File: src/rtl/cpu_consts.svh
`ifndef CPU_CONSTS_SVH
`define CPU_CONSTS_SVH

// Architectural and physical register counts
`define ARCH_REGS 32
`define PHYS_REGS 64
`define PREG_W 6

// Instruction queue entries
`define IQ_DEPTH 4

// Reorder buffer size and pointer width
`define ROB_DEPTH 8
`define ROB_W 3

// Reservation station entries and free list size
`define RS_DEPTH 4
`define FREE_DEPTH 32

`endif

File: src/rtl/rv32i_types.sv
package rv32i_types;

    // RV32I major opcodes the core understands
    typedef enum logic [6:0] {
        OP     = 7'b0110011,
        OP_IMM = 7'b0010011,
        LUI    = 7'b0110111
    } opcode_t;

    // ALU operations, PASS_B forwards operand b for LUI
    typedef enum logic [3:0] {
        ALU_ADD,
        ALU_SUB,
        ALU_AND,
        ALU_OR,
        ALU_XOR,
        ALU_SLT,
        ALU_SLTU,
        ALU_SLL,
        ALU_SRL,
        ALU_SRA,
        ALU_PASS_B
    } alu_op_t;

    // Instruction fetch FSM
    typedef enum logic {
        IDLE,
        WAIT_RESP
    } fetch_state_t;

    // Register tags
    typedef logic [5:0] preg_t;
    typedef logic [2:0] rob_id_t;
    typedef logic [4:0] areg_t;

endpackage

File: src/rtl/rob.sv
`timescale 1ns/1ns
`include "cpu_consts.svh"

module rob (
    input  logic                  clk,
    input  logic                  rst,
    input  logic                  disp_en,
    input  logic [31:0]           disp_pc,
    input  rv32i_types::areg_t    disp_rd,
    input  rv32i_types::preg_t    disp_old_preg,
    input  logic                  disp_writes,
    output rv32i_types::rob_id_t  alloc_id,
    output logic                  rob_full,
    input  logic                  cdb_valid,
    input  rv32i_types::rob_id_t  cdb_rob_id,
    input  logic [31:0]           cdb_data,
    output logic                  commit_valid,
    output logic [31:0]           commit_pc,
    output rv32i_types::areg_t    commit_rd,
    output logic [31:0]           commit_data,
    output logic                  commit_writes,
    output rv32i_types::preg_t    commit_old_preg
);

    import rv32i_types::*;

    logic [`ROB_DEPTH-1:0] done;
    logic [31:0]           pc       [`ROB_DEPTH];
    areg_t                 rd       [`ROB_DEPTH];
    preg_t                 old_preg [`ROB_DEPTH];
    logic                  writes   [`ROB_DEPTH];
    logic [31:0]           data     [`ROB_DEPTH];
    logic [`ROB_W-1:0]     head;
    logic [`ROB_W-1:0]     tail;
    logic [`ROB_W:0]       count;

    always_ff @(posedge clk) begin
        if (rst) begin
            head  <= '0;
            tail  <= '0;
            count <= '0;
        end else begin
            if (disp_en) begin
                done[tail]     <= 1'b0;
                pc[tail]       <= disp_pc;
                rd[tail]       <= disp_rd;
                old_preg[tail] <= disp_old_preg;
                writes[tail]   <= disp_writes;
                tail           <= tail + 1'b1;
            end
            // Completion from the result bus
            if (cdb_valid) begin
                done[cdb_rob_id] <= 1'b1;
                data[cdb_rob_id] <= cdb_data;
            end
            if (commit_valid) begin
                head <= head + 1'b1;
            end
            count <= count + (`ROB_W + 1)'(disp_en) - (`ROB_W + 1)'(commit_valid);
        end
    end

    assign alloc_id = tail;
    assign rob_full = (count == (`ROB_W + 1)'(`ROB_DEPTH));

    // In-order retirement, one per cycle
    assign commit_valid    = (count != '0) && done[head];
    assign commit_pc       = pc[head];
    assign commit_rd       = rd[head];
    assign commit_writes   = writes[head];
    // Non-writers and x0 report zero
    assign commit_data     = writes[head] ? data[head] : '0;
    assign commit_old_preg = old_preg[head];

    a_no_alloc_full: assert property (@(posedge clk) disable iff (rst) disp_en |-> !rob_full);

endmodule

File: config.mk
export PLATFORM = sky130hd
export DESIGN_NAME = rob
export DESIGN_NICKNAME = d
export VERILOG_FILES = /design/src/rtl/rv32i_types.sv /design/src/rtl/rob.sv
export VERILOG_INCLUDE_DIRS = /design/src /design/src/rtl
export SDC_FILE = /design/constraint.sdc
export NUM_CORES = 1
export LEC_CHECK = 0
export BUFFER_PORTS_ARGS = -buffer_cell sky130_fd_sc_hd__clkbuf_2
export CAP_MARGIN = 10
export CORE_MARGIN = 2
export CORE_UTILIZATION = 45
export CTS_CLUSTER_SIZE = 14
export DETAILED_ROUTE_END_ITERATION = 8
export GPL_TIMING_DRIVEN = 0
export SETUP_SLACK_MARGIN = 0.1
export SYNTH_ARGS = -nofsm -noshare
export SYNTH_HDL_FRONTEND = slang
export SYNTH_SLANG_ARGS = --single-unit
File: constraint.sdc
create_clock -name clk -period 7.3 [get_ports clk]
set_clock_uncertainty 0.05 [all_clocks]
set_input_delay 2.19 -clock clk [delete_from_list [all_inputs] [get_ports clk]]
set_output_delay 2.19 -clock clk [all_outputs]
set_load 0.02 [all_outputs]
* Word-level counts from Yosys, hierarchy flattened
Memory sizes are Yosys's and may differ from the RTL's. A register that Yosys moved wholly into a read port is not among the register bits. Cells that the tools add are included.
Word-level totals: register bits after elaboration 18, RAM bits 608, input port bits 83, output and inout port bits 81, logic and storage cells 52, memories 5
Memories:
- data | words 8, width 32, rd ports 1, clocked after Yosys merged registers in 1, write ports 1, line rob.sv:32 | logic [31:0] data [`ROB_DEPTH];
- pc | words 8, width 32, rd ports 1, clocked after Yosys merged registers in 1, write ports 1, line rob.sv:28 | logic [31:0] pc [`ROB_DEPTH];
- old_preg | words 8, width 6, rd ports 1, clocked after Yosys merged registers in 1, write ports 1, line rob.sv:30 | preg_t old_preg [`ROB_DEPTH];
- rd | words 8, width 5, rd ports 1, clocked after Yosys merged registers in 1, write ports 1, line rob.sv:29 | areg_t rd [`ROB_DEPTH];
- writes | words 8, width 1, rd ports 1, clocked after Yosys merged registers in 1, write ports 1, line rob.sv:31 | logic writes [`ROB_DEPTH];
Operators by class: add/sub/neg operators 4, magnitude comparators 5, equality and inequality tests 1, mux-type cells 26, bitwise gates (word level) 3, reduce and logical (&&, ||, !) cells 4
Operator list (number):
- $mux W32 | 1
- $mux W3 | 10
- $mux W8 | 3
- $lt A3 B4 Y1 const B | 3
- $mux W1 | 9
- $and A8 B8 Y8 | 1
- $not A8 Y8 | 1
- $or A8 B8 Y8 | 1
- $add A3 B1 Y3 const B | 2
- $demux W1 S3 | 2
- $ge A3 B1 Y1 const B | 2
- $add A4 B1 Y4 | 1
- $eq A4 B4 Y1 const B | 1
- $reduce_bool A4 Y1 | 1
- $sub A4 B1 Y4 | 1
- $bmux W1 S3 | 1
- $logic_and A1 B1 Y1 | 3

* Longest topological paths before layout
depth after elaboration 10, gate-level depth with buffers 11, mapped depth without buffers 11

* Worst setup path before layout
No wires, ideal clock.
path kind input-to-reg, start input disp_en, end memory old_preg[4][0] in the netlist's numbering (enable), library setup time 500 ps, arrival time 5709 ps, required time 6750 ps, slack 1042 ps, stages 4, cells stage by stage clkbuf_1 nor2b_1 nand2_1 nor3_1
Between the ends: longest elaborated chain between the ends 3
RTL lines:
- start, declared | line rob.sv:7 | input logic disp_en,
- $mux W1 | line rob.sv:43 | if (disp_en) begin
- $mux W1 | line rob.sv:38 | if (rst) begin
- $mux W1 (implied by the code) | line rob.sv:47 | old_preg[tail] <= disp_old_preg;
- end, declared | line rob.sv:30
No other way between the ends.

==> impl_metrics.toml <==
[power_and_ir_drop]
p_leak_nw = 9.25
power-per-cell-area_nw_per_um2 = 311
totalPowerFinal_w = 0.00889
vdd_ir_drop_max_mv = 0.225

[floorplanning]
die-height_um = 235
floorplan.die_area_sq_um = 55400
die_width_um = 235
i_o_pins = 164
initial_utilization_pct = 45.6
fp-row-count = 84
floorplan.core_area_sq_um = 52800

[global_routing]
grt_util_all_layers_pct = 18.3
number_of_global_route_vias_before_repair = 11723
largest_net_degree_at_the_start_of_global_routing = 24
number_of_antenna_violations_at_the_first_check_in_global_routing = 6
grt_remaining_overflow = 0
grt_first_pass_wirelength_um = 74600

[synthesis]
ys_warn_count = 0
syn_avg_cell_area_sq_um = 23.0
syn_nets = 1136
synthTopCellsByArea = "sky130_fd_sc_hd__edfxtp_1, sky130_fd_sc_hd__mux4_2, sky130_fd_sc_hd__mux2_2"
syn_inst = 1045
async_flop_share_pct = 0
synth_top_cell_area_share_pct = 76.8
synth-seq-area-share_pct = 77.9
synthTopCellsByCount = "sky130_fd_sc_hd__edfxtp_1, sky130_fd_sc_hd__mux4_2, sky130_fd_sc_hd__mux2_2, sky130_fd_sc_hd__nor2_1, sky130_fd_sc_hd__mux2i_1"
netlist_area_sq_um = 24100
synthDistinctLibCells = 35
synth_top_flop_cell = "sky130_fd_sc_hd__edfxtp_1"
number_of_enable_type_register_cells_in_the_synthesized_netlist = 616
netlist.top_cell.by_area = "sky130_fd_sc_hd__edfxtp_1"
synth_most_common_cell = "sky130_fd_sc_hd__edfxtp_1"
synth_seq_cells = 629

[worst_hold_path]
holdCritPathClass = "reg -> reg"
hold_path_startpoint = "done[1]"

[clock_network]
clk_pin_slew_ns = 0.05
hold_buffer_count_at_cts = 0
clockBufferDepth = 3
clock_tree.htree_level_count = 3
cts_tree = "yes"
root_buffer = "sky130_fd_sc_hd__clkbuf_16"
clock-sinks = 629
cts_inserted_buffers = 66
clk-insertion-delay-late_ns = 0.58
cts_repair_resize_count = 0
post-cts-setup-buffer-count = 0

[placed_design]
place_congestion = 0.767
dp_cells = 1940
hpwl_um = 31900
numPortBuffers = 162

[sta]
max_clk_rate_mhz = 188
rsz0062_at_grt = "false"
maxSlewViolCount = 0
slew_headroom_pct = 35.8
finalCriticalPeriod_ns = 5.32
tightestPinTransition_ns = 0.961
setup_viol = 0
final_period_util_pct = 72.9
finalHoldViolations = 0

[critical_path]
timing.critical_path.from_type = "flop"
cp_cell_sequence = "buf_2 > clkbuf_1 > buf_2 > mux4_2 > mux2_2 > clkbuf_2"
library_cell_appearing_most_often_on_the_critical_path = "sky130_fd_sc_hd__buf_2"
worst_path_max_delay_cell = "sky130_fd_sc_hd__clkbuf_1"
worst-setup-path-type = "reg -> out"
path_max_fanout = 10
timing.critical_path.arrival_ns = 3.08
worstPathRequired_ns = 5.06
worstSetupEndpointType = "primary output"
reg2reg_from = "alloc_id[1]"
slowest_delay_ns = 0.67

[detailed_routing]
drtAntennaViolNets = 0
drt_first_iter_violations = 628
routed_wl_um = 49800
routed-via-count = 11102
route.detailed.wl_per_inst_um = 24.2
drt_pass1_iterations = 4
drc = 0
detail_route.vias_per_cell = 5.40

[run]
drv.max_cap_violation_count = 0

[final_layout]
finish.cell_count_without_fillers = 2056
drive_gt1_share_pct = 40.3
fin_nets = 1411
syn2layout_area_growth_pct = 18.8
layout.core_utilization_pct = 54.2

[run_status]
outcome = "completed"
## layer usage
metal / global-route usage (%) / routed length (um) / up-vias / part of all wire (%)
met5: 0 / 57 / - / 0.11
met4: 5.31 / 978 / 8 / 2.0
met3: 4.21 / 2500 / 70 / 5.0
met2: 30.5 / 25000 / 242 / 50
met1: 24.4 / 21200 / 5840 / 43
li1: - / - / 4942 / -
## cell usage in the layout, fill, tap and decap left out, drive strengths merged, types with 8 or more instances in the layout
| cell | netlist | final |
|---|---|---|
| buf | 39 | 84 |
| clkbuf | 12 | 263 |
| clkinv | 0 | 20 |
| dfxtp | 13 | 13 |
| edfxtp | 616 | 616 |
| mux2 | 49 | 49 |
| mux2i | 34 | 34 |
| mux4 | 152 | 152 |
| nor2 | 47 | 47 |
| nor3 | 8 | 8 |
| o21ai | 20 | 20 |
## registers in the layout, summed over array words and instances (netlist names), named ones only
signal / flops
alloc_id: 3
count: 4
data: 256
done: 8
head: 3
old_preg: 48
pc: 256
rd: 40
writes: 8
## cell type report
cell class	count	area, sq um
buffer	51	289
fill	4070	24100
inverter	7	26.3
clock inverter	26	285
sequential	629	18800
antenna	1	2.50
tap	688	861
multi-input combinational	358	5110
timing repair buffer	207	1450
clock buffer	89	1830
## worst max-delay path: cells and delay by family, from the launching register on
kind	cells	cell delay, ns
flip-flops	1	0.31
buffers and inverters	4	1.56
multiplexers	2	0.63
## power by group
group          switching [W]  internal [W]  total, W  leakage, nW
Clock                0.00129       0.00197   0.00327         1.03
Combinational       0.000844      0.000709   0.00155         2.54
Sequential         0.0000277       0.00404   0.00407         5.68
## worst paths after layout
kind | endpoint | slack (ns) | depth (start not counted)
max | commit_pc[26] | 1.98 | 6
min | done[1] | 0.53 | 2
max reg2reg | pc[2][19] | 4.63 | 4
min reg2reg | done[1] | 0.53 | 2
## per-stage QoR
| step | setup slack [ns] | TNS [ns] | hold WS, ns | cell area (sq um) |
|---|---|---|---|---|
| floorplan | 1.04 | 0 | 0.479 | 24100 |
| global placement | -2.63 | -520.24 | 0.512 | 25800 |
| detailed placement | 2.43 | 0 | 0.517 | 26500 |
| CTS | 1.85 | 0 | 0.530 | 28600 |
| global route | 1.80 | 0 | 0.555 | 28600 |
| finish | 1.98 | 0 | 0.532 | 28600 |
## cell families after synthesis
group                      synth area share [%]
AOI/OAI and AO/OA                         0.701
adders and majority gates                 0.447
muxes                                      18.0
buffers and inverters                      1.31
xor gates and xnor gates                  0.145
DFF                                        77.9
and+or+nand+nor                            1.54
No activity file was read; power rests on OpenSTA's default activity.
