===== src/rtl/cpu_consts.svh =====
`ifndef CPU_CONSTS_SVH
`define CPU_CONSTS_SVH

// Architectural and physical register counts
`define ARCH_REGS 32
`define PHYS_REGS 64
`define PREG_W 6

// Instruction queue entries
`define IQ_DEPTH 4

// Reorder buffer size and pointer width
`define ROB_DEPTH 8
`define ROB_W 3

// Reservation station entries and free list size
`define RS_DEPTH 4
`define FREE_DEPTH 32

`endif


===== src/rtl/rv32i_types.sv =====
package rv32i_types;

    // RV32I major opcodes the core understands
    typedef enum logic [6:0] {
        OP     = 7'b0110011,
        OP_IMM = 7'b0010011,
        LUI    = 7'b0110111
    } opcode_t;

    // ALU operations, PASS_B forwards operand b for LUI
    typedef enum logic [3:0] {
        ALU_ADD,
        ALU_SUB,
        ALU_AND,
        ALU_OR,
        ALU_XOR,
        ALU_SLT,
        ALU_SLTU,
        ALU_SLL,
        ALU_SRL,
        ALU_SRA,
        ALU_PASS_B
    } alu_op_t;

    // Instruction fetch FSM
    typedef enum logic {
        IDLE,
        WAIT_RESP
    } fetch_state_t;

    // Register tags
    typedef logic [5:0] preg_t;
    typedef logic [2:0] rob_id_t;
    typedef logic [4:0] areg_t;

endpackage


===== src/rtl/rename_dispatch.sv =====
`timescale 1ns/1ns
`include "cpu_consts.svh"

module rename_dispatch (
    input  logic                clk,
    input  logic                rst,
    input  logic                iq_empty,
    input  rv32i_types::areg_t  iq_rd,
    input  rv32i_types::areg_t  iq_rs1,
    input  rv32i_types::areg_t  iq_rs2,
    input  logic                iq_writes_rd,
    output logic                iq_pop,
    input  logic                fl_empty,
    input  rv32i_types::preg_t  fl_preg,
    output logic                fl_pop,
    input  logic                rob_full,
    input  logic                rs_full,
    output logic                disp_en,
    output rv32i_types::preg_t  disp_preg,
    output rv32i_types::preg_t  disp_old_preg,
    output rv32i_types::preg_t  disp_ps1,
    output rv32i_types::preg_t  disp_ps2,
    input  logic                commit_writes
);

    import rv32i_types::*;

    localparam int LIVE_W = $clog2(`FREE_DEPTH + 1);

    preg_t             rat [`ARCH_REGS];
    logic [LIVE_W-1:0] live_tags;

    // Stall on any full structure, or no tag for a writer
    assign disp_en = !iq_empty && !rob_full && !rs_full && (!iq_writes_rd || !fl_empty);
    assign iq_pop  = disp_en;
    assign fl_pop  = disp_en && iq_writes_rd;

    // Lookup uses the mapping before this instruction renames rd
    assign disp_ps1      = rat[iq_rs1];
    assign disp_ps2      = rat[iq_rs2];
    assign disp_old_preg = rat[iq_rd];
    // p0 marks no destination
    assign disp_preg     = iq_writes_rd ? fl_preg : '0;

    always_ff @(posedge clk) begin
        if (rst) begin
            for (int i = 0; i < `ARCH_REGS; i++) begin
                rat[i] <= preg_t'(i);
            end
        end else if (fl_pop) begin
            // rd is never x0 here so p0 stays bound to x0
            rat[iq_rd] <= fl_preg;
        end
    end

    // Spare tags currently held by in-flight writers
    always_ff @(posedge clk) begin
        if (rst) begin
            live_tags <= '0;
        end else begin
            live_tags <= live_tags + LIVE_W'(fl_pop) - LIVE_W'(commit_writes);
        end
    end

    // Each spare tag in use belongs to an uncommitted ROB entry
    a_tag_balance: assert property (@(posedge clk) disable iff (rst)
        live_tags <= LIVE_W'(`ROB_DEPTH));

endmodule


===== config.mk =====
export PLATFORM = sky130hd
export DESIGN_NAME = rename_dispatch
export DESIGN_NICKNAME = d
export VERILOG_FILES = /design/src/rtl/rv32i_types.sv /design/src/rtl/rename_dispatch.sv
export VERILOG_INCLUDE_DIRS = /design/src /design/src/rtl
export SDC_FILE = /design/constraint.sdc
export NUM_CORES = 1
export LEC_CHECK = 0
export BUFFER_PORTS_ARGS = -buffer_cell sky130_fd_sc_hd__buf_2
export CAP_MARGIN = 20
export CORE_MARGIN = 8
export CORE_UTILIZATION = 59
export DETAILED_ROUTE_END_ITERATION = 10
export MAX_ROUTING_LAYER = met4
export PLACE_DENSITY = 0.76
export RECOVER_POWER = 100
export SYNTH_ARGS = -nofsm -noshare
export SYNTH_HDL_FRONTEND = slang
export SYNTH_SLANG_ARGS = --single-unit

===== constraint.sdc =====
create_clock -name clk -period 4.3 [get_ports clk]
set_input_delay 0.215 -clock clk [delete_from_list [all_inputs] [get_ports clk]]
set_output_delay 0.215 -clock clk [all_outputs]
set_load 0.005 [all_outputs]

== Word level (Yosys, flattened, before mapping) ==
Memory sizes are Yosys's and may differ from the RTL's.
Index checks and enable logic that the tools add are counted.

* Register bits after elaboration: 0
* Memory bits (writable): 192
* Output and inout port bits: 27
* Memories: 1

{| class="wikitable"
|+ Memory list
! name !! depth !! bits a word !! read ports !! clocked after Yosys merged registers in !! wr ports !! RTL line !! RTL
|-
| rat || 32 || 6 || 3 || 0 || 32 || rename_dispatch.sv:30 || <nowiki>preg_t rat [`ARCH_REGS];</nowiki>
|}

* Muxes and demuxes: 9
* Reduce and logical (&&, ||, !) cells: 11

{| class="wikitable"
|+ Operators by type and width
! operator !! count
|-
| 2-to-1 mux 6 bit || 2
|-
| 2-to-1 mux 1 bit || 6
|-
| OR reduction 6 bit || 1
|-
| logical NOT 1 bit || 5
|-
| 2-to-1 mux 5 bit || 1
|-
| logical AND 1 bit || 4
|-
| logical OR 1 bit || 1
|}

== Depth between registers and ports, before layout ==
Gate-level depths: netlist of run 1.

* Word-level depth: 10
* Mapped depth: 6
* Depth with buffers taken out: 3

== Worst setup path before layout of run 1 ==
OpenSTA, ideal clock, no wires.

* Path kind: input to register
* From: input iq_empty
* To: memory rat[12][0] (netlist name) (enable)
* Library setup time: 0.316 ns
* Arrival: 1.767 ns
* Required time: 3.984 ns
* Slack: 2.217 ns
* Cell stages on the path: 6
* Cells stage by stage: or3_1 > clkbuf_1 > nor4_1 > buf_2 > buf_2 > a21o_1

{| class="wikitable"
|+ RTL lines
! item !! RTL line !! RTL
|-
| start, declared || rename_dispatch.sv:7 || <nowiki>input logic iq_empty,</nowiki>
|-
| end, declared || rename_dispatch.sv:30 ||
|}

== Worst setup path in the final report of run 1 ==
* From: input iq_rs1[2]
* To: output disp_ps1[4]

* Longest elaborated chain between the ends: 1

{| class="wikitable"
|+ Ends and longest elaborated chain
! item !! RTL line !! RTL
|-
| start, declared || rename_dispatch.sv:9 || <nowiki>input rv32i_types::areg_t iq_rs1,</nowiki>
|-
| memory (32 x 6 bit) || -- ||
|-
| end, declared || rename_dispatch.sv:21 || <nowiki>output rv32i_types::preg_t disp_ps1,</nowiki>
|}

Every way passes these cells.

==> out/qor.yml, run 1 <==
run_status:
  status: "finished with violations"
  violations: "max-capacitance violations, max-slew violations"
pwr:
  power_density_nw_per_um2: 348
  combinationalPowerShare_pct: 15.8
  p_int_mw: 3.37
  leakage_nw: 4.59
  clkPwrFrac_pct: 35.1
  pwr-share-seq_pct: 49.1
  sw_frac_of_total_pct: 25.9
  p_switching_mw: 1.18
  ir_drop_uv: 261
cts:
  cts_resized: 0
  numCtsBuffers: 17
  postCtsSetupBuffers: 0
  h-tree-depth: 4
  clkTransAtPathRegs_ns: 0.07
  cts_tree: "yes"
  cts_num_sinks: 192
  root_buffer: "clkbuf_16"
  cts_buffer_depth: 2
  ctsHoldBuffers: 0
final_layout:
  seqCellArea_um2: 5770
  largest-register: "rat"
  largest_register_ffs: 192
  drive_gt1_share_pct: 32.3
  reg_top3: "rat x192"
  nets: 787
  fillCellCount: 1446
  multi_input_area_um2: 5980
  syn_to_final_growth_pct: 6.76
  finalInstanceArea_um2: 13100
global_routing:
  grt-busiest-layer: "met2"
  antenna_found_initial: 1
  use_met1_pct: 38.0
  grt_util_met2_pct: 40.9
  overflow: 0
  grt_pass1_vias: 7903
  use_met3_pct: 6.84
  grt_pass1_wl_mm: 52.0
  grt_usage_pct: 28.1
  grt_max_degree: 57
sta:
  rsz0062_at_grt: "no"
  fmax_mhz: 288
  setup_violations: 0
  fin_crit_sh_pct: 80.8
  hold_violations: 0
  drv_slew: 59
  finalCriticalPeriod_ns: 3.47
  slew_headroom_pct: -11.3
  tightest_slew_ns: 1.67
  setup_tns_ns: 0
critical_path:
  cp-start-kind: "input pin"
  criticalPathCategory: "in -> out"
  cp_data_arrival_time_ns: 3.26
  cp.required_ns: 4.09
  end_kind: "output port"
  crit_fanout: 24
synth:
  yosysTopAreaCellShare_pct: 47.1
  syn_nets: 797
  yosysWarnings: 0
  ys_top_cells_by_count: "edfxtp_1, mux4_2, and3_1, clkbuf_1, nand3b_1"
  synth_top_area_cell: "edfxtp_1"
  ys.flop_type: "edfxtp_1"
  synthesis.area_um2: 12200
  ys_ff_latch: 192
  syn_avg_cell_area_um2: 15.9
  syn_inst: 768
  synthTopCellsByArea: "edfxtp_1, mux4_2, and3_1"
  synth.most_common_cell: "edfxtp_1"
  synth-edff-count: 192
  seq_area_frac_synth_pct: 47.1
  synth-async-reset-ratio_pct: 0
  ys_types: 31
die:
  start_util_pct: 60.3
  dieWidth_um: 160
  io-pin-count: 56
  rows: 52
  core_area_um2: 20300
  dieArea_um2: 25600
  die_h_um: 160
flow_run:
  maxCapViolations: 2
route:
  initialDrtViolationCount: 1451
  routed-via-count: 8257
  drc: 0
  ant_nets: 0
  drt_wl_total_mm: 34.8
  viasPerCell: 7.92
  avgRoutedWirePerCell_um: 33.4
  dr.pass1.iters: 5
worst_hold_path:
  hold_end: "rat[31][1]"
  min_delay_path_depth: 3
  hp-class: "in -> reg"
  hold_path_startpoint: "iq_rd[2]"
place:
  port_buffers: 54
  dpl-instance-area_um2: 12600
  hpwl_mm: 22.8
  place.gp.congestion: 0.933
==> stage by stage <==
stage / power, mW / setup slack (ns) / util [%] / hold slack, ns / instances
after floorplan: 2.72 / 2.22 / - / 0.393 / 768
after global placement: 2.95 / 1.33 / 62.0 / 0.713 / 1009
after detailed placement: 2.98 / 1.31 / 62.0 / 0.720 / 1009
after CTS: 4.53 / 1.27 / 64.9 / 0.365 / 1041
after global routing: 4.64 / 0.804 / 64.3 / 0.424 / 1042
final: 4.55 / 0.827 / 64.3 / 0.381 / 1042
==> placed cells by master (no fill, tap or decap), drive strengths merged, types with 3 or more instances in the layout <==
master	netlist	routed
nor3b	3	3
nand4	6	6
clkinv	0	5
and3b	3	3
nand2b	21	21
or3b	4	4
and2	22	22
a21o	26	26
buf	46	48
inv	1	6
mux4	168	168
edfxtp	192	192
or3	7	7
nand3b	57	57
or2	6	6
and3	98	98
nor4	8	8
a22oi	24	24
mux2	12	12
clkbuf	58	45
==> cells by family (layout without fill, tap and decap cells) <==
family / count (synthesis) / count (layout) / synth area share [%]
AOI/OAI and AO/OA: 51 / 51 / 3.11
muxes: 180 / 180 / 32.5
DFF: 192 / 192 / 47.1
and+or+nand+nor: 240 / 240 / 13.3
other: 0 / 1 / 0
buffers and inverters: 105 / 108 / 3.91
==> power by group through the flow <==
stage	combinational, mW	sequential, mW	clock (mW)
finish	0.719	2.23	1.59
global placement	0.697	2.25	0
floorplan	0.495	2.23	0
CTS	0.716	2.23	1.59
global route	0.749	2.24	1.65
detailed placement	0.711	2.27	0
==> worst max-delay path by stage <==
stage	to	cells after the start	startpoint	slack [ns]
floorplan	rat[12][0]	6	iq_empty	2.22
global placement	disp_ps2[3]	6	iq_rs2[1]	1.33
detailed placement	disp_ps2[3]	6	iq_rs2[1]	1.31
CTS	disp_ps2[3]	6	iq_rs2[1]	1.27
global route	disp_ps1[4]	6	iq_rs1[2]	0.80
finish	disp_ps1[4]	6	iq_rs1[2]	0.83
==> cell type report <==
class	instances	share of cell area (%)
repair buffers	75	3.01
diodes	1	0.0192
flip-flops and latches	192	44.1
multi-input cells	471	45.7
clock buffers	18	3.29
well taps	270	2.59
clock inverters	14	1.19
inverters	1	0.0287
==> layer usage <==
| layer | vias up | part of all wire [%] |
|---|---|---|
| met5 | - | 0 |
| met4 | 0 | 3.7 |
| met3 | 93 | 15 |
| met2 | 798 | 45 |
| met1 | 4145 | 36 |
| li1 | 3221 | - |
==> worst max-delay path, stage by stage <==
cell and delay (ns):
clkbuf_1 1.17, buf_4 0.44, mux4_2 0.36, mux4_2 0.52
mux2_1 0.36, buf_2 0.15
(Power assumes the default switching activity.)
==> inputs of run 2 (changes only) <==
==> constraint.sdc (replaced) <==
create_clock -name clk -period 3.2 [get_ports clk]
set_input_delay 0.16 -clock clk [delete_from_list [all_inputs] [get_ports clk]]
set_output_delay 0.16 -clock clk [all_outputs]
set_load 0.005 [all_outputs]
==> run 2 against run 1 <==
  * The run still ends with max-capacitance violations, max-slew violations left
  * Sequential power up 35%
  * Global-route usage about the same
  * Clock power increased by 26%
  * Largest cell class unchanged
==> out/qor.yml, run 2 (synthesis gave the netlist of run 1 again) <==
final_layout:
  finalInstanceArea_um2: 13200
  fillCellCount: 1429
  largest-register: "rat"
  syn_to_final_growth_pct: 7.53
  final_common_cell: "edfxtp_1"
  layout_common_cells: "edfxtp_1, mux4_2, and3_1"
  nets: 793
  largest_register_ffs: 192
  reg_top3: "rat x192"
  drive_gt1_share_pct: 33.1
sta:
  hold_violations: 0
  setup_tns_ns: 0
  setup_violations: 0
  drv_slew: 34
  tightest_slew_ns: 1.68
  slew_headroom_pct: -12.2
  layout_setup_ws_ns: 0.439
  fin_crit_sh_pct: 86.3
  finalCriticalPeriod_ns: 2.76
  fmax_mhz: 362
  rsz0062_at_grt: "no"
critical_path:
  cp-start-kind: "input pin"
  crit_fanout: 33
  crit_chain: "clkbuf_1 -> or3b_1 -> nor4_1 -> or2_0"
  cp_data_arrival_time_ns: 2.82
  critPathMaxStageDelay_ns: 0.77
  end_kind: "register"
  criticalPathCategory: "in -> reg"
  cp_top_family: "simple AND/OR/NAND/NOR gates"
  cpMaxStageDelayCell: "or3b_1"
  cp.required_ns: 3.26
  cp_num_buf_inv: 1
cts:
  postCtsSetupBuffers: 0
  cts_tree: "yes"
  h-tree-depth: 4
  ctsHoldBuffers: 0
  clkTransAtPathRegs_ns: 0.07
  cts_resized: 0
  root_buffer: "clkbuf_16"
  numCtsBuffers: 17
  cts_buffer_depth: 2
  cts_num_sinks: 192
place:
  dpl-instance-area_um2: 12700
  port_buffers: 54
  place.gp.congestion: 0.997
  dp_slack_ns: 0.534
  hpwl_mm: 23.5
pwr:
  combinationalPowerShare_pct: 16.3
  sw_frac_of_total_pct: 26.6
  pwr-share-seq_pct: 50.2
  clkPwrFrac_pct: 33.5
  p_int_mw: 4.39
  ir_drop_uv: 346
  power_density_nw_per_um2: 454
  leakage_nw: 4.65
  p_switching_mw: 1.59
route:
  drc: 0
  initialDrtViolationCount: 1324
  viasPerCell: 7.88
  ant_nets: 0
  drt_wl_total_mm: 34.9
  avgRoutedWirePerCell_um: 33.3
  routed-via-count: 8258
  dr.pass1.iters: 9
flow_run:
  maxCapViolations: 1
die:
  die_h_um: 160
  core_area_um2: 20300
  dieWidth_um: 160
  rows: 52
  io-pin-count: 56
  start_util_pct: 60.3
  dieArea_um2: 25600
global_routing:
  grt_max_degree: 57
  overflow: 0
  grt_pass1_vias: 7859
  grt_pass1_wl_mm: 52.0
  antenna_found_initial: 0
  grt_usage_pct: 28.1
run_status:
  violations: "max-capacitance violations, max-slew violations"
  status: "finished with violations"
worst_hold_path:
  hp-class: "in -> reg"
## run 2: changes by cell type in the layout (fill, tap and decap cells not counted), sizes merged
cell | previous run | this run
inv | 6 | 7
buf | 48 | 55
clkbuf | 45 | 43
clkinvlp | 2 | 0
bufinv | 2 | 0
clkinv | 5 | 9
## run 2: per-layer routing
layer / part of all wire, % / track usage (%) / up-vias / routed length [µm]
li1: - / - / 3228 / -
met1: 36 / 38.0 / 4198 / 12600
met2: 45 / 40.0 / 745 / 15800
met3: 15 / 7.33 / 87 / 5090
met4: 4.1 / 11.8 / 0 / 1450
met5: 0 / - / - / 0
## run 2: worst paths after layout
check,from,to,slack (ns),cells past startpoint
hold / removal,iq_rd[2],rat[31][1],0.34,3
setup / recovery,rst,rat[11][0],0.44,4
## run 2: metrics by stage
stage / util (%) / total power [mW] / hold WS (ns) / std cells
4_1_cts: 65.3 / 5.97 / 0.299 / 1047
5_1_grt: 64.8 / 6.12 / 0.356 / 1047
3_3_place_gp: 62.6 / 3.97 / 0.604 / 1015
2_1_floorplan: - / 3.66 / 0.338 / 768
6_report: 64.8 / 5.98 / 0.344 / 1048
3_5_place_dp: 62.6 / 4.01 / 0.606 / 1015
## run 2: cell type report
class	instances	area [µm²]	area share, %
multi-input combinational	471	5980	45.4
sequential	192	5770	43.8
timing repair buffer	81	518	3.94
clock buffer	17	425	3.23
tap	270	338	2.57
clock inverter	15	128	0.970
inverter	1	3.75	0.0285
antenna	1	2.50	0.0190
## run 2: power by group through the flow
stage | registers, mW | logic (mW) | clock network [mW]
after floorplan | 2.99 | 0.665 | 0
after global placement | 3.03 | 0.943 | 0
after detailed placement | 3.05 | 0.964 | 0
after CTS | 2.99 | 0.970 | 2.01
after global routing | 3.01 | 1.01 | 2.10
final | 3.00 | 0.972 | 2.00
