**src/rtl/cpu_consts.svh**
```systemverilog
`ifndef CPU_CONSTS_SVH
`define CPU_CONSTS_SVH

// Architectural and physical register counts
`define ARCH_REGS 32
`define PHYS_REGS 64
`define PREG_W 6

// Instruction queue entries
`define IQ_DEPTH 4

// Reorder buffer size and pointer width
`define ROB_DEPTH 8
`define ROB_W 3

// Reservation station entries and free list size
`define RS_DEPTH 4
`define FREE_DEPTH 32

`endif

```
**src/rtl/circular_queue.sv**
```systemverilog
`timescale 1ns/1ns
`include "cpu_consts.svh"

module circular_queue #(
    parameter int WIDTH = 8,
    parameter int DEPTH = 4,
    parameter bit INIT_FULL = 1'b0
) (
    input  logic             clk,
    input  logic             rst,
    input  logic             push,
    input  logic [WIDTH-1:0] in_data,
    input  logic             pop,
    output logic [WIDTH-1:0] out_data,
    output logic             full,
    output logic             empty
);

    localparam int PTR_W = $clog2(DEPTH);

    logic [WIDTH-1:0] mem [DEPTH];
    logic [PTR_W-1:0] head;
    logic [PTR_W-1:0] tail;
    logic [PTR_W:0]   count;

    // Depth is a power of two so the pointers wrap on their own
    always_ff @(posedge clk) begin
        if (rst) begin
            head  <= '0;
            tail  <= '0;
            count <= INIT_FULL ? (PTR_W + 1)'(DEPTH) : '0;
            // Free list mode, spare tags follow the architectural ones
            if (INIT_FULL) begin
                for (int i = 0; i < DEPTH; i++) begin
                    mem[i] <= WIDTH'(`ARCH_REGS + i);
                end
            end
        end else begin
            if (push) begin
                mem[tail] <= in_data;
                tail      <= tail + 1'b1;
            end
            if (pop) begin
                head <= head + 1'b1;
            end
            count <= count + (PTR_W + 1)'(push) - (PTR_W + 1)'(pop);
        end
    end

    assign out_data = mem[head];
    assign full     = (count == (PTR_W + 1)'(DEPTH));
    assign empty    = (count == '0);

    // Producers and consumers must respect the flags
    a_no_overflow: assert property (@(posedge clk) disable iff (rst) push |-> !full);
    a_no_underflow: assert property (@(posedge clk) disable iff (rst) pop |-> !empty);

endmodule

```
**config.mk**
```make
export PLATFORM = sky130hd
export DESIGN_NAME = circular_queue
export DESIGN_NICKNAME = d
export VERILOG_FILES = /design/src/rtl/circular_queue.sv
export VERILOG_INCLUDE_DIRS = /design/src /design/src/rtl
export SDC_FILE = /design/constraint.sdc
export NUM_CORES = 1
export LEC_CHECK = 0
export BUFFER_PORTS_ARGS = -buffer_cell sky130_fd_sc_hd__buf_2
export CORE_MARGIN = 1.5
export CORE_UTILIZATION = 30
export CTS_CLUSTER_SIZE = 10
export DETAILED_ROUTE_END_ITERATION = 16
export SLEW_MARGIN = 20
export SYNTH_ARGS = -nofsm -noshare
export SYNTH_HDL_FRONTEND = slang
export SYNTH_SLANG_ARGS = --single-unit
```
**constraint.sdc**
```tcl
create_clock -name clk -period 2.6 [get_ports clk]
set_clock_uncertainty 0.05 [all_clocks]
set_input_delay 0 -clock clk [delete_from_list [all_inputs] [get_ports clk]]
set_output_delay 0 -clock clk [all_outputs]
set_load 0.02 [all_outputs]
```
### Yosys cells after proc, flatten, opt, wreduce, memory -nomap -nowiden

Memories as Yosys holds them, arrays and structs flattened. A register that Yosys moved wholly into a read port is not among the register bits.
Cells that the tools add are included.

| storage, ports and cells | value |
|---|---|
| register bits after elaboration | 7 |
| input port bits | 12 |
| memories kept | 1 |
| word-level logic and storage cells | 15 |
| output and inout bits | 10 |
| bits in writable memories | 32 |

Memory list:

| name | words | bits a word | read ports | clocked after Yosys merged registers in | write ports | RTL line | text |
|---|---|---|---|---|---|---|---|
| mem | 4 | 8 | 1 | 1 | 1 | circular_queue.sv:21 | `logic [WIDTH-1:0] mem [DEPTH];` |

| operators by class | value |
|---|---|
| muxes and demuxes | 5 |
| reductions and logical operators | 1 |
| eq/ne operators | 1 |
| add/subtract/negate cells | 4 |

Operators by type and width:

| cell | number |
|---|---|
| adder 2 x 1 -> 2 bit, second input constant | 2 |
| 2-to-1 mux 2 bit | 2 |
| adder 3 x 1 -> 3 bit | 1 |
| equality test 3 bit, second input constant | 1 |
| zero test 3 bit | 1 |
| 2-to-1 mux 1 bit | 3 |
| subtractor 3 x 1 -> 3 bit | 1 |

### Logic depth before layout (Yosys ltp)

Gate-level depths: netlist of the first run.

| depth | value |
|---|---|
| depth in word-level cells | 3 |
| gate-level depth with buffers | 7 |
| gate-level depth less buffers | 7 |

### Worst setup path before layout of the first run

Ideal clock, no wire load.

| path | value |
|---|---|
| kind | flip-flop to flip-flop |
| start | reg count[0] |
| end | reg count[2] |
| arrival | 1392 ps |
| period minus slack after synthesis | 1558 ps |
| stages on the path, launching flop included | 8 |
| setup slack | 1042 ps |
| library setup time | 116 ps |
| required time | 2434 ps |
| cell sequence | dfxtp_1 inv_1 ha_1 inv_1 ha_1 fa_1 xor3_1 nor2_1 |

| between the ends | value |
|---|---|
| cells in the longest elaborated chain, start to end | 2 |

RTL lines:

| element | RTL line | text |
|---|---|---|
| start, declared | circular_queue.sv:24 | `logic [PTR_W:0] count;` |
| start signal, assigned | circular_queue.sv:31 | `count <= INIT_FULL ? (PTR_W + 1)'(DEPTH) : '0;` |
| start signal, assigned | circular_queue.sv:46 | `count <= count + (PTR_W + 1)'(push) - (PTR_W + 1)'(pop);` |
| adder 3 x 1 -> 3 bit | circular_queue.sv:46 |  |
| subtractor 3 x 1 -> 3 bit | circular_queue.sv:46 |  |

No other way between the ends.
A chain may end at the register's enable or synchronous reset.

==> flow_summary.ini, run 1 <==
[outcome]
status = completed

[grt]
grt_max_degree = 13
grt_pass1_wl_um = 4110
grt_pass1_vias = 877
antenna_found_initial = 0
grt_usage_pct = 9.31
overflow = 0

[synthesis]
synth_top_area_share_pct = 59.8
synth_xor_area_share_pct = 2.57
synth_seq_cells = 41
synth.area.top_cells = edfxtp_1 60%, dfxtp_1 11%, mux4_2 11%, ha_1 4.7%, and2_1 1.6%
ys_seq_area_share_pct = 71.0
avgSynthCellArea_sq_um = 18.7
yosysTopAreaCell = edfxtp_1
synth_nets = 105
synth_top_family_by_area = multiplexers
synth_compound_area_share_pct = 0.934
synthMuxAreaShare_pct = 11.8
ys_warn_count = 0
synth_area_sq_um = 1610
synth-simple-area-share_pct = 5.06
synth.distinct_cells = 20
syn_inst = 86
synth_fa_ha_area_share_pct = 5.91

[clock_tree]
cts.path.max_buffers = 2
cts_sinks = 41
post_cts_buffers = 0
cts_hold_buf = 10
post_cts_resized = 0
htreeDepth = 2
cts_tree = yes
insertion_delay_ns = 0.28
cts_root_buf = clkbuf_8
clkTransAtPathRegs_ns = 0.07
numCtsBuffers = 5

[hold_path]
hold-path-endpoint = tail[1]$_SDFFE_PP0P_
hold_depth = 3
min_from = push
hold_path.class = in2reg

[cells_and_area]
design_area_sq_um = 1990
multi_input_area_sq_um = 423
drive_gt1_share_pct = 29.5
layout_common_cells = 32 x edfxtp_1, 21 x buf_2, 10 x dlygate4sd3_1, 9 x dfxtp_1, 8 x mux4_2
area_growth_pct = 23.5
seq_area_sq_um = 1140
post-route-util_pct = 38.6
final_common_cell = edfxtp_1
antenna_cells = 0
final_nets = 140
nFillCells = 500

[critical_path]
crit_slowest_cell = dfxtp_1
rr_startpoint = count[0]$_SDFF_PP0_
rr_worst_depth = 7
path_max_fanout = 8
crit_buf_inv = 1
required_ns = 2.55
ff2ff_setup_slack_ns = 0.95
endpoint_kind = output pin
cp_cell_sequence = mux4_2 -> buf_2
crit_path_max_incr_delay_ns = 0.68
cpLargestDelayFamily = flip-flops
criticalPathCategory = reg2out
r2r-end = count[2]$_SDFF_PP0_
cp-start-kind = flip-flop
arrival_ns = 1.71

[sta]
hold_viol = 0
rsz0062_at_grt = false
fin_tns_setup_ns = 0
fin_crit_sh_pct = 67.6
setup_violations = 0
worst_pin_slew_ns = 0.563
slew_violations = 0
min_period_ns = 1.76
slew_headroom_pct = 62.4
fmax_mhz = 569
finalHoldWorstSlack_ns = 0.00339
fin_ws_ns = 0.843

[place]
dp_slack_ns = 0.952
hpwl_um = 1710
port-buffer-count = 21
post_dp_cell_area_sq_um = 1780
place.gp.congestion = 0.636

[drt]
ant_nets = 0
dr.pass1.iters = 4
viasPerCell = 4.18
drt_iter0_markers = 35
finalWirelength_um = 2480
drc = 0
vias = 802
wl_per_cell_um = 12.9

[die]
core_sq_um = 5140
initial_core_util_pct = 31.3
io-pin-count = 22
dieArea_sq_um = 5810
rows = 26
die_h_um = 76.2
die_x_um = 76.2

[flow_run]
drv_cap = 0

[pwr]
vdd_drop_max_mv = 0.366
p_per_area_nw_per_um2 = 736
p_leak_nw = 0.724
kinds of logic (layout without fill, tap and decap cells):
| kind of cell | after synthesis | after routing |
|---|---|---|
| DFF | 41 | 41 |
| and+or+nand+nor | 15 | 15 |
| muxes | 9 | 9 |
| buffers and inverters | 9 | 45 |
| adders and majority gates | 7 | 7 |
| xor gates and xnor gates | 3 | 3 |
| AOI/OAI and AO/OA | 2 | 2 |
Yosys cell counts:
cell type and number:
inv_1 6, edfxtp_1 32, mux2i_1 1, and2_1 4, a21oi_1 1, buf_6 1
buf_2 1, xnor2_1 2, a21bo_2 1, fa_1 1, mux4_2 8, nor2_1 5
nor2b_1 3, clkbuf_2 1, dfxtp_1 9, ha_1 6, nand3b_1 1, xor3_1 1
nor3_1 1, and3_1 1
sequential cells by signal (all words and copies together) (netlist names), named ones only:
register and cells:
mem 32, count 3, head 2, tail 2
worst min-delay path, stage by stage:
cell	delay, ns
buf_2	0.13
mux2i_1	0.08
nor2_1	0.08
worst max-delay path by stage:
stage | cells after the start | to | slack (ns) | startpoint
after floorplan | 7 | count[2]$_SDFF_PP0_ | 1.04 | count[0]$_SDFF_PP0_
after global placement | 7 | count[2]$_SDFF_PP0_ | 1.03 | count[0]$_SDFF_PP0_
after detailed placement | 7 | count[2]$_SDFF_PP0_ | 0.95 | count[0]$_SDFF_PP0_
after CTS | 2 | out_data[2] | 0.77 | flip-flop
after global routing | 2 | out_data[4] | 0.71 | flip-flop
final | 2 | out_data[5] | 0.84 | flip-flop
metal layers:
layer / global-route usage, % / wire [um]
met4: 3.89 / 12
met1: 10.9 / 1130
met5: 0 / 0
met2: 15.9 / 1230
met3: 2.75 / 107
cell type report:
| cell class | count | area share, % |
|---|---|---|
| Timing Repair Buffer | 31 | 10.3 |
| Clock buffer | 6 | 3.65 |
| Sequential cell | 41 | 57.5 |
| Inverter | 6 | 1.13 |
| Clock inverter | 2 | 1.70 |
| Multi-Input combinational cell | 36 | 21.3 |
| Tap cell | 70 | 4.41 |
metrics by stage:
| step | power, W | instances |
|---|---|---|
| floorplan | 0.000928 | 86 |
| CTS | 0.00148 | 192 |
| global route | 0.00153 | 192 |
| global placement | 0.000974 | 174 |
| finish | 0.00146 | 192 |
| detailed placement | 0.000989 | 174 |
power breakdown:
group	internal, W	total [W]	switching, W
clock	0.000283	0.000480	0.000196
combinational	0.000111	0.000210	0.0000987
sequential	0.000742	0.000773	0.0000309
total	0.00114	0.00146	0.000326
Note: power is estimated with default switching activity, not from simulation.
==> run 2: changes to the inputs <==
--- a/config.mk
+++ b/config.mk
@@ -6,6 +6,7 @@
 export SDC_FILE = /design/constraint.sdc
 export NUM_CORES = 1
 export LEC_CHECK = 0
+export ABC_AREA = 1
 export BUFFER_PORTS_ARGS = -buffer_cell sky130_fd_sc_hd__buf_2
 export CORE_MARGIN = 1.5
 export CORE_UTILIZATION = 30
==> constraint.sdc (replaced) <==
create_clock -name clk -period 1.4 [get_ports clk]
set_clock_uncertainty 0.05 [all_clocks]
set_input_delay 0 -clock clk [delete_from_list [all_inputs] [get_ports clk]]
set_output_delay 0 -clock clk [all_outputs]
set_load 0.02 [all_outputs]
==> flow_summary.ini, run 2 <==
[outcome]
status = finished with violations
violations = negative setup slack

[critical_path]
arrival_ns = 1.71
path_max_fanout = 2
cpLargestDelayFamily = adder cells
critPathMostFrequentCell = inv_2
endpoint_kind = flip-flop
crit_buf_inv = 3
crit_path_max_incr_delay_ns = 0.52
required_ns = 1.59
cp-start-kind = flip-flop
criticalPathCategory = reg2reg
cp_cell_sequence = inv_2 -> ha_4 -> inv_2 -> ha_4 -> fa_2 -> inv_2 -> nor2_1
crit_slowest_cell = fa_2

[pwr]
p_clk_share_pct = 33.6
seqPwrFrac_pct = 50.1
p_per_area_nw_per_um2 = 1270
p_switching_w = 0.000701
p_leak_nw = 0.895
internal-power_w = 0.00209
vdd_drop_max_mv = 0.601
p_sw_share_pct = 25.1
p_comb_share_pct = 16.2

[place]
hpwl_um = 1750
place.gp.congestion = 0.744
dp_slack_ns = -0.145
port-buffer-count = 21

[grt]
grt_pass1_vias = 1019
overflow = 0
grt_max_degree = 33
grt_pass1_wl_um = 4460
grt_usage_pct = 9.52
antenna_found_initial = 0

[cells_and_area]
top_register = mem
largest_register_ffs = 32
drive_gt1_share_pct = 24.5
layout_common_cells = 32 x edfxtp_1, 29 x inv_1, 21 x nand2_1, 20 x buf_2
antenna_cells = 0
final_nets = 210
area_growth_pct = 27.7
nFillCells = 526
final_common_cell = edfxtp_1
largestRegisters = mem (32), count (3)

[sta]
setup_violations = 2
min_period_ns = 1.52
fmax_mhz = 657
slew_violations = 0
finalHoldWorstSlack_ns = 0.0328
fin_ws_ns = -0.121
worst_pin_slew_ns = 0.198
fin_crit_sh_pct = 109
slew_headroom_pct = 86.6
hold_viol = 0
rsz0062_at_grt = true

[synthesis]
ys_seq_area_share_pct = 66.3
synth_edf_count = 32
synth_top_area_share_pct = 55.8
yosysTopAreaCell = edfxtp_1
synth_area_sq_um = 1720
syn_inst = 150
synth.distinct_cells = 16
synth_nets = 169
ys_warn_count = 0
synthArstFlopShare_pct = 0
avgSynthCellArea_sq_um = 11.5
synth_top_flop_cell = edfxtp_1
synth_seq_cells = 41
synthTopCellsByCount = 32 x edfxtp_1, 32 x inv_1, 21 x nand2_1, 13 x a21oi_1, 10 x o21ai_0
synth.area.top_cells = edfxtp_1 56%, dfxtp_1 10%, inv_1 7.0%, nand2_1 4.6%, ha_1 4.4%

[clock_tree]
cts_tree = yes
post_cts_buffers = 0
htreeDepth = 2
clkTransAtPathRegs_ns = 0.08
numCtsBuffers = 5
cts_root_buf = clkbuf_8
cts_sinks = 41
insertion_delay_ns = 0.29
cts.path.max_buffers = 2

[drt]
drt_iter0_markers = 30
dr.pass1.iters = 4
vias = 1107
drc = 0
viasPerCell = 4.19
wl_per_cell_um = 10.2
finalWirelength_um = 2700
ant_nets = 0

[hold_path]
hold_path.class = in2reg

[die]
rows = 27
initial_core_util_pct = 31.3
dieArea_sq_um = 6200
die_x_um = 78.8
core_sq_um = 5510
io-pin-count = 22
die_h_um = 78.8

[flow_run]
drv_cap = 0
run 2: cell count changes after synthesis, sizes merged, moves of 4 or more:
cell,previous run,this run
and2,4,0
o21ai,0,12
nand2,0,21
a21oi,1,14
inv,6,32
o211ai,0,8
mux4,8,0
run 2: power groups by stage:
stage               registers (W)  logic [W]  clock network [W]
floorplan                 0.00142   0.000274                  0
global placement          0.00143   0.000385                  0
detailed placement        0.00143   0.000394                  0
CTS                       0.00140   0.000451           0.000969
global route              0.00141   0.000509            0.00102
finish                    0.00140   0.000453           0.000940
run 2: what timing repair did:
action,4_1_cts,5_1_grt
pin swaps,2,1
hold buffers,11,0
endpoints found under the hold margin,40,0
endpoints found under the setup margin,2,3
resized for setup,6,3
run 2: worst min-delay path, cell delays in order:
cell	delay (ns)
buf_2	0.12
o21ai_0	0.11
a21oi_1	0.11
run 2: cells by family after synthesis:
group / synth area share, %
buf+inv: 10.0
compound gates: 11.3
simple gates: 6.90
flops: 66.3
fa+ha+maj: 5.52
run 2: cell type report:
type	count	area, sq um	share of cell area [%]
Tap cell	72	90.1	4.10
Clock buffer	5	68.8	3.13
Inverter	32	120	5.46
Sequential cell	41	1140	52.0
Timing Repair Buffer	39	283	12.9
Multi-Input combinational cell	72	448	20.4
Clock inverter	3	46.3	2.11
run 2: per-layer routing:
metal  up-vias  global-route usage (%)  share of wire [%]
met4         0                    4.82                1.9
met1       512                    10.5                 44
li1        574                       -                  -
met5         -                       0                  0
met3         5                    2.99                4.5
met2        16                    16.5                 49
run 2: worst paths after layout:
check | to | slack, ns | cells after the start | from
hold / removal | head[0]$_SDFFE_PP0P_ | 0.03 | 3 | pop
setup / recovery | count[1]$_SDFF_PP0_ | -0.12 | 7 | count[0]$_SDFF_PP0_
setup reg to reg | count[1]$_SDFF_PP0_ | -0.12 | 7 | count[0]$_SDFF_PP0_
hold reg to reg | flip-flop | 0.42 | 2 | head[1]$_SDFFE_PP0P_
run 2: stage by stage:
stage                     std cells  util [%]  TNS, ns  total power, W  instance area, sq um
after floorplan                 150         -   -0.145         0.00170                  1730
after global placement          245      35.2   -0.154         0.00181                  1940
after detailed placement        245      35.2   -0.223         0.00182                  1940
after CTS                       264      39.8   -0.201         0.00282                  2190
after global routing            264      39.9   -0.296         0.00294                  2200
final                           264      39.9   -0.190         0.00279                  2200
==> run 3: changes to the inputs <==
--- a/config.mk
+++ b/config.mk
@@ -12,6 +12,7 @@
 export CORE_UTILIZATION = 30
 export CTS_CLUSTER_SIZE = 10
 export DETAILED_ROUTE_END_ITERATION = 16
+export PLACE_DENSITY = 0.45
 export SLEW_MARGIN = 20
 export SYNTH_ARGS = -nofsm -noshare
 export SYNTH_HDL_FRONTEND = slang
==> flow_summary.ini, run 3 (same netlist as run 2, synthesis figures left out) <==
[die]
rows = 27
initial_core_util_pct = 31.3
io-pin-count = 22
core_sq_um = 5510
die_x_um = 78.8
die_h_um = 78.8
dieArea_sq_um = 6200

[outcome]
status = finished with violations
violations = negative setup slack

[cells_and_area]
top_register = mem
post-route-util_pct = 39.3
layout_common_cells = 32 x edfxtp_1, 29 x inv_1, 21 x nand2_1, 21 x buf_2, 12 x a21oi_1
drive_gt1_share_pct = 23.4
nFillCells = 525
final_nets = 210
area_growth_pct = 25.7
design_area_sq_um = 2160
largestRegisters = mem (32), count (3)
antenna_cells = 0
seq_area_sq_um = 1140
largest_register_ffs = 32
final_common_cell = edfxtp_1
multi_input_area_sq_um = 444

[sta]
slew_headroom_pct = 86.1
worst_pin_slew_ns = 0.207
hold_viol = 0
fin_crit_sh_pct = 110
slew_violations = 0
setup_violations = 2
fmax_mhz = 652
rsz0062_at_grt = true
min_period_ns = 1.53
fin_ws_ns = -0.135

[critical_path]
crit_path_start = count[0]$_SDFF_PP0_
endpoint_kind = flip-flop
rr_startpoint = count[0]$_SDFF_PP0_
criticalPathCategory = reg2reg
required_ns = 1.57
path_max_fanout = 2
cp-start-kind = flip-flop
arrival_ns = 1.71

[pwr]
p_sw_share_pct = 25.0
vdd_drop_max_mv = 0.464
internal-power_w = 0.00196
p_switching_w = 0.000654
p_comb_share_pct = 17.7
p_clk_share_pct = 28.7
seqPwrFrac_pct = 53.6
p_per_area_nw_per_um2 = 1210
p_leak_nw = 0.886

[clock_tree]
cts_sinks = 41
insertion_delay_ns = 0.27
clkTransAtPathRegs_ns = 0.07
numCtsBuffers = 5
cts.path.max_buffers = 2
cts_root_buf = clkbuf_8
cts_tree = yes
post_cts_buffers = 0
htreeDepth = 2

[grt]
overflow = 0
antenna_found_initial = 0
grt_usage_pct = 10.5
grt_pass1_wl_um = 4930
grt_max_degree = 33
grt_pass1_vias = 1138

[hold_path]
hold_path.class = in2reg
min_from = push

[place]
place.gp.congestion = 0.660
post_dp_cell_area_sq_um = 1940
hpwl_um = 2030
port-buffer-count = 21

[flow_run]
drv_cap = 0

[drt]
wl_per_cell_um = 11.4
ant_nets = 0
drt_iter0_markers = 72
dr.pass1.iters = 4
vias = 1154
finalWirelength_um = 3020
viasPerCell = 4.37
drc = 0
-- run 3: critical path: stages, from the launching register on --
cell,delay [ns]
dfxtp_2,0.34
inv_2,0.05
ha_4,0.25
inv_2,0.03
ha_4,0.15
fa_2,0.52
inv_2,0.03
nor2_1,0.06
-- run 3: per-stage QoR --
stage / total power [W] / worst slack, ns / setup TNS [ns] / hold slack, ns / std cells
2_1_floorplan: 0.00170 / -0.102 / -0.145 / 0.0138 / 150
3_3_place_gp: 0.00181 / -0.0993 / -0.139 / 0.140 / 246
3_5_place_dp: 0.00183 / -0.161 / -0.265 / 0.142 / 246
4_1_cts: 0.00264 / -0.163 / -0.269 / 0.0137 / 264
5_1_grt: 0.00275 / -0.174 / -0.290 / 0.00912 / 264
6_report: 0.00262 / -0.135 / -0.211 / 0.0109 / 264
-- run 3: power groups by stage --
stage	Clock [W]	Sequential, W	Combinational [W]
final	0.000752	0.00140	0.000462
after global routing	0.000824	0.00141	0.000517
after CTS	0.000773	0.00140	0.000463
after detailed placement	0	0.00143	0.000407
after global placement	0	0.00142	0.000383
after floorplan	0	0.00142	0.000274
-- run 3: layout make-up --
class	count	area share (%)
clock buffer	8	4.16
inverter	32	5.55
multi-input combinational	72	20.5
sequential	41	52.8
tap	72	4.16
timing repair buffer	39	12.8
-- run 3: worst paths after layout --
| check | slack, ns | cells past startpoint | endpoint |
|---|---|---|---|
| hold reg to reg | 0.42 | 2 | head[1]$_SDFFE_PP0P_ |
| hold / removal | 0.01 | 3 | tail[0]$_SDFFE_PP0P_ |
| setup reg to reg | -0.13 | 7 | count[1]$_SDFF_PP0_ |
| setup / recovery | -0.13 | 7 | count[1]$_SDFF_PP0_ |
-- run 3: routing by layer --
metal | share of wire [%] | wire length, um | track usage (%) | vias to the layer above
met5 | 0 | 0 | 0 | -
met4 | 1.1 | 32 | 3.21 | 0
met3 | 3.3 | 101 | 2.64 | 4
met2 | 52 | 1560 | 20.0 | 17
met1 | 44 | 1320 | 11.3 | 555
li1 | - | - | - | 578
-- run 3: what timing repair did --
item,CTS,global route
pin swaps,4,2
gates resized for setup,6,1
endpoints found under the hold margin,38,0
hold buffers,10,0
setup endpoints to repair,2,2
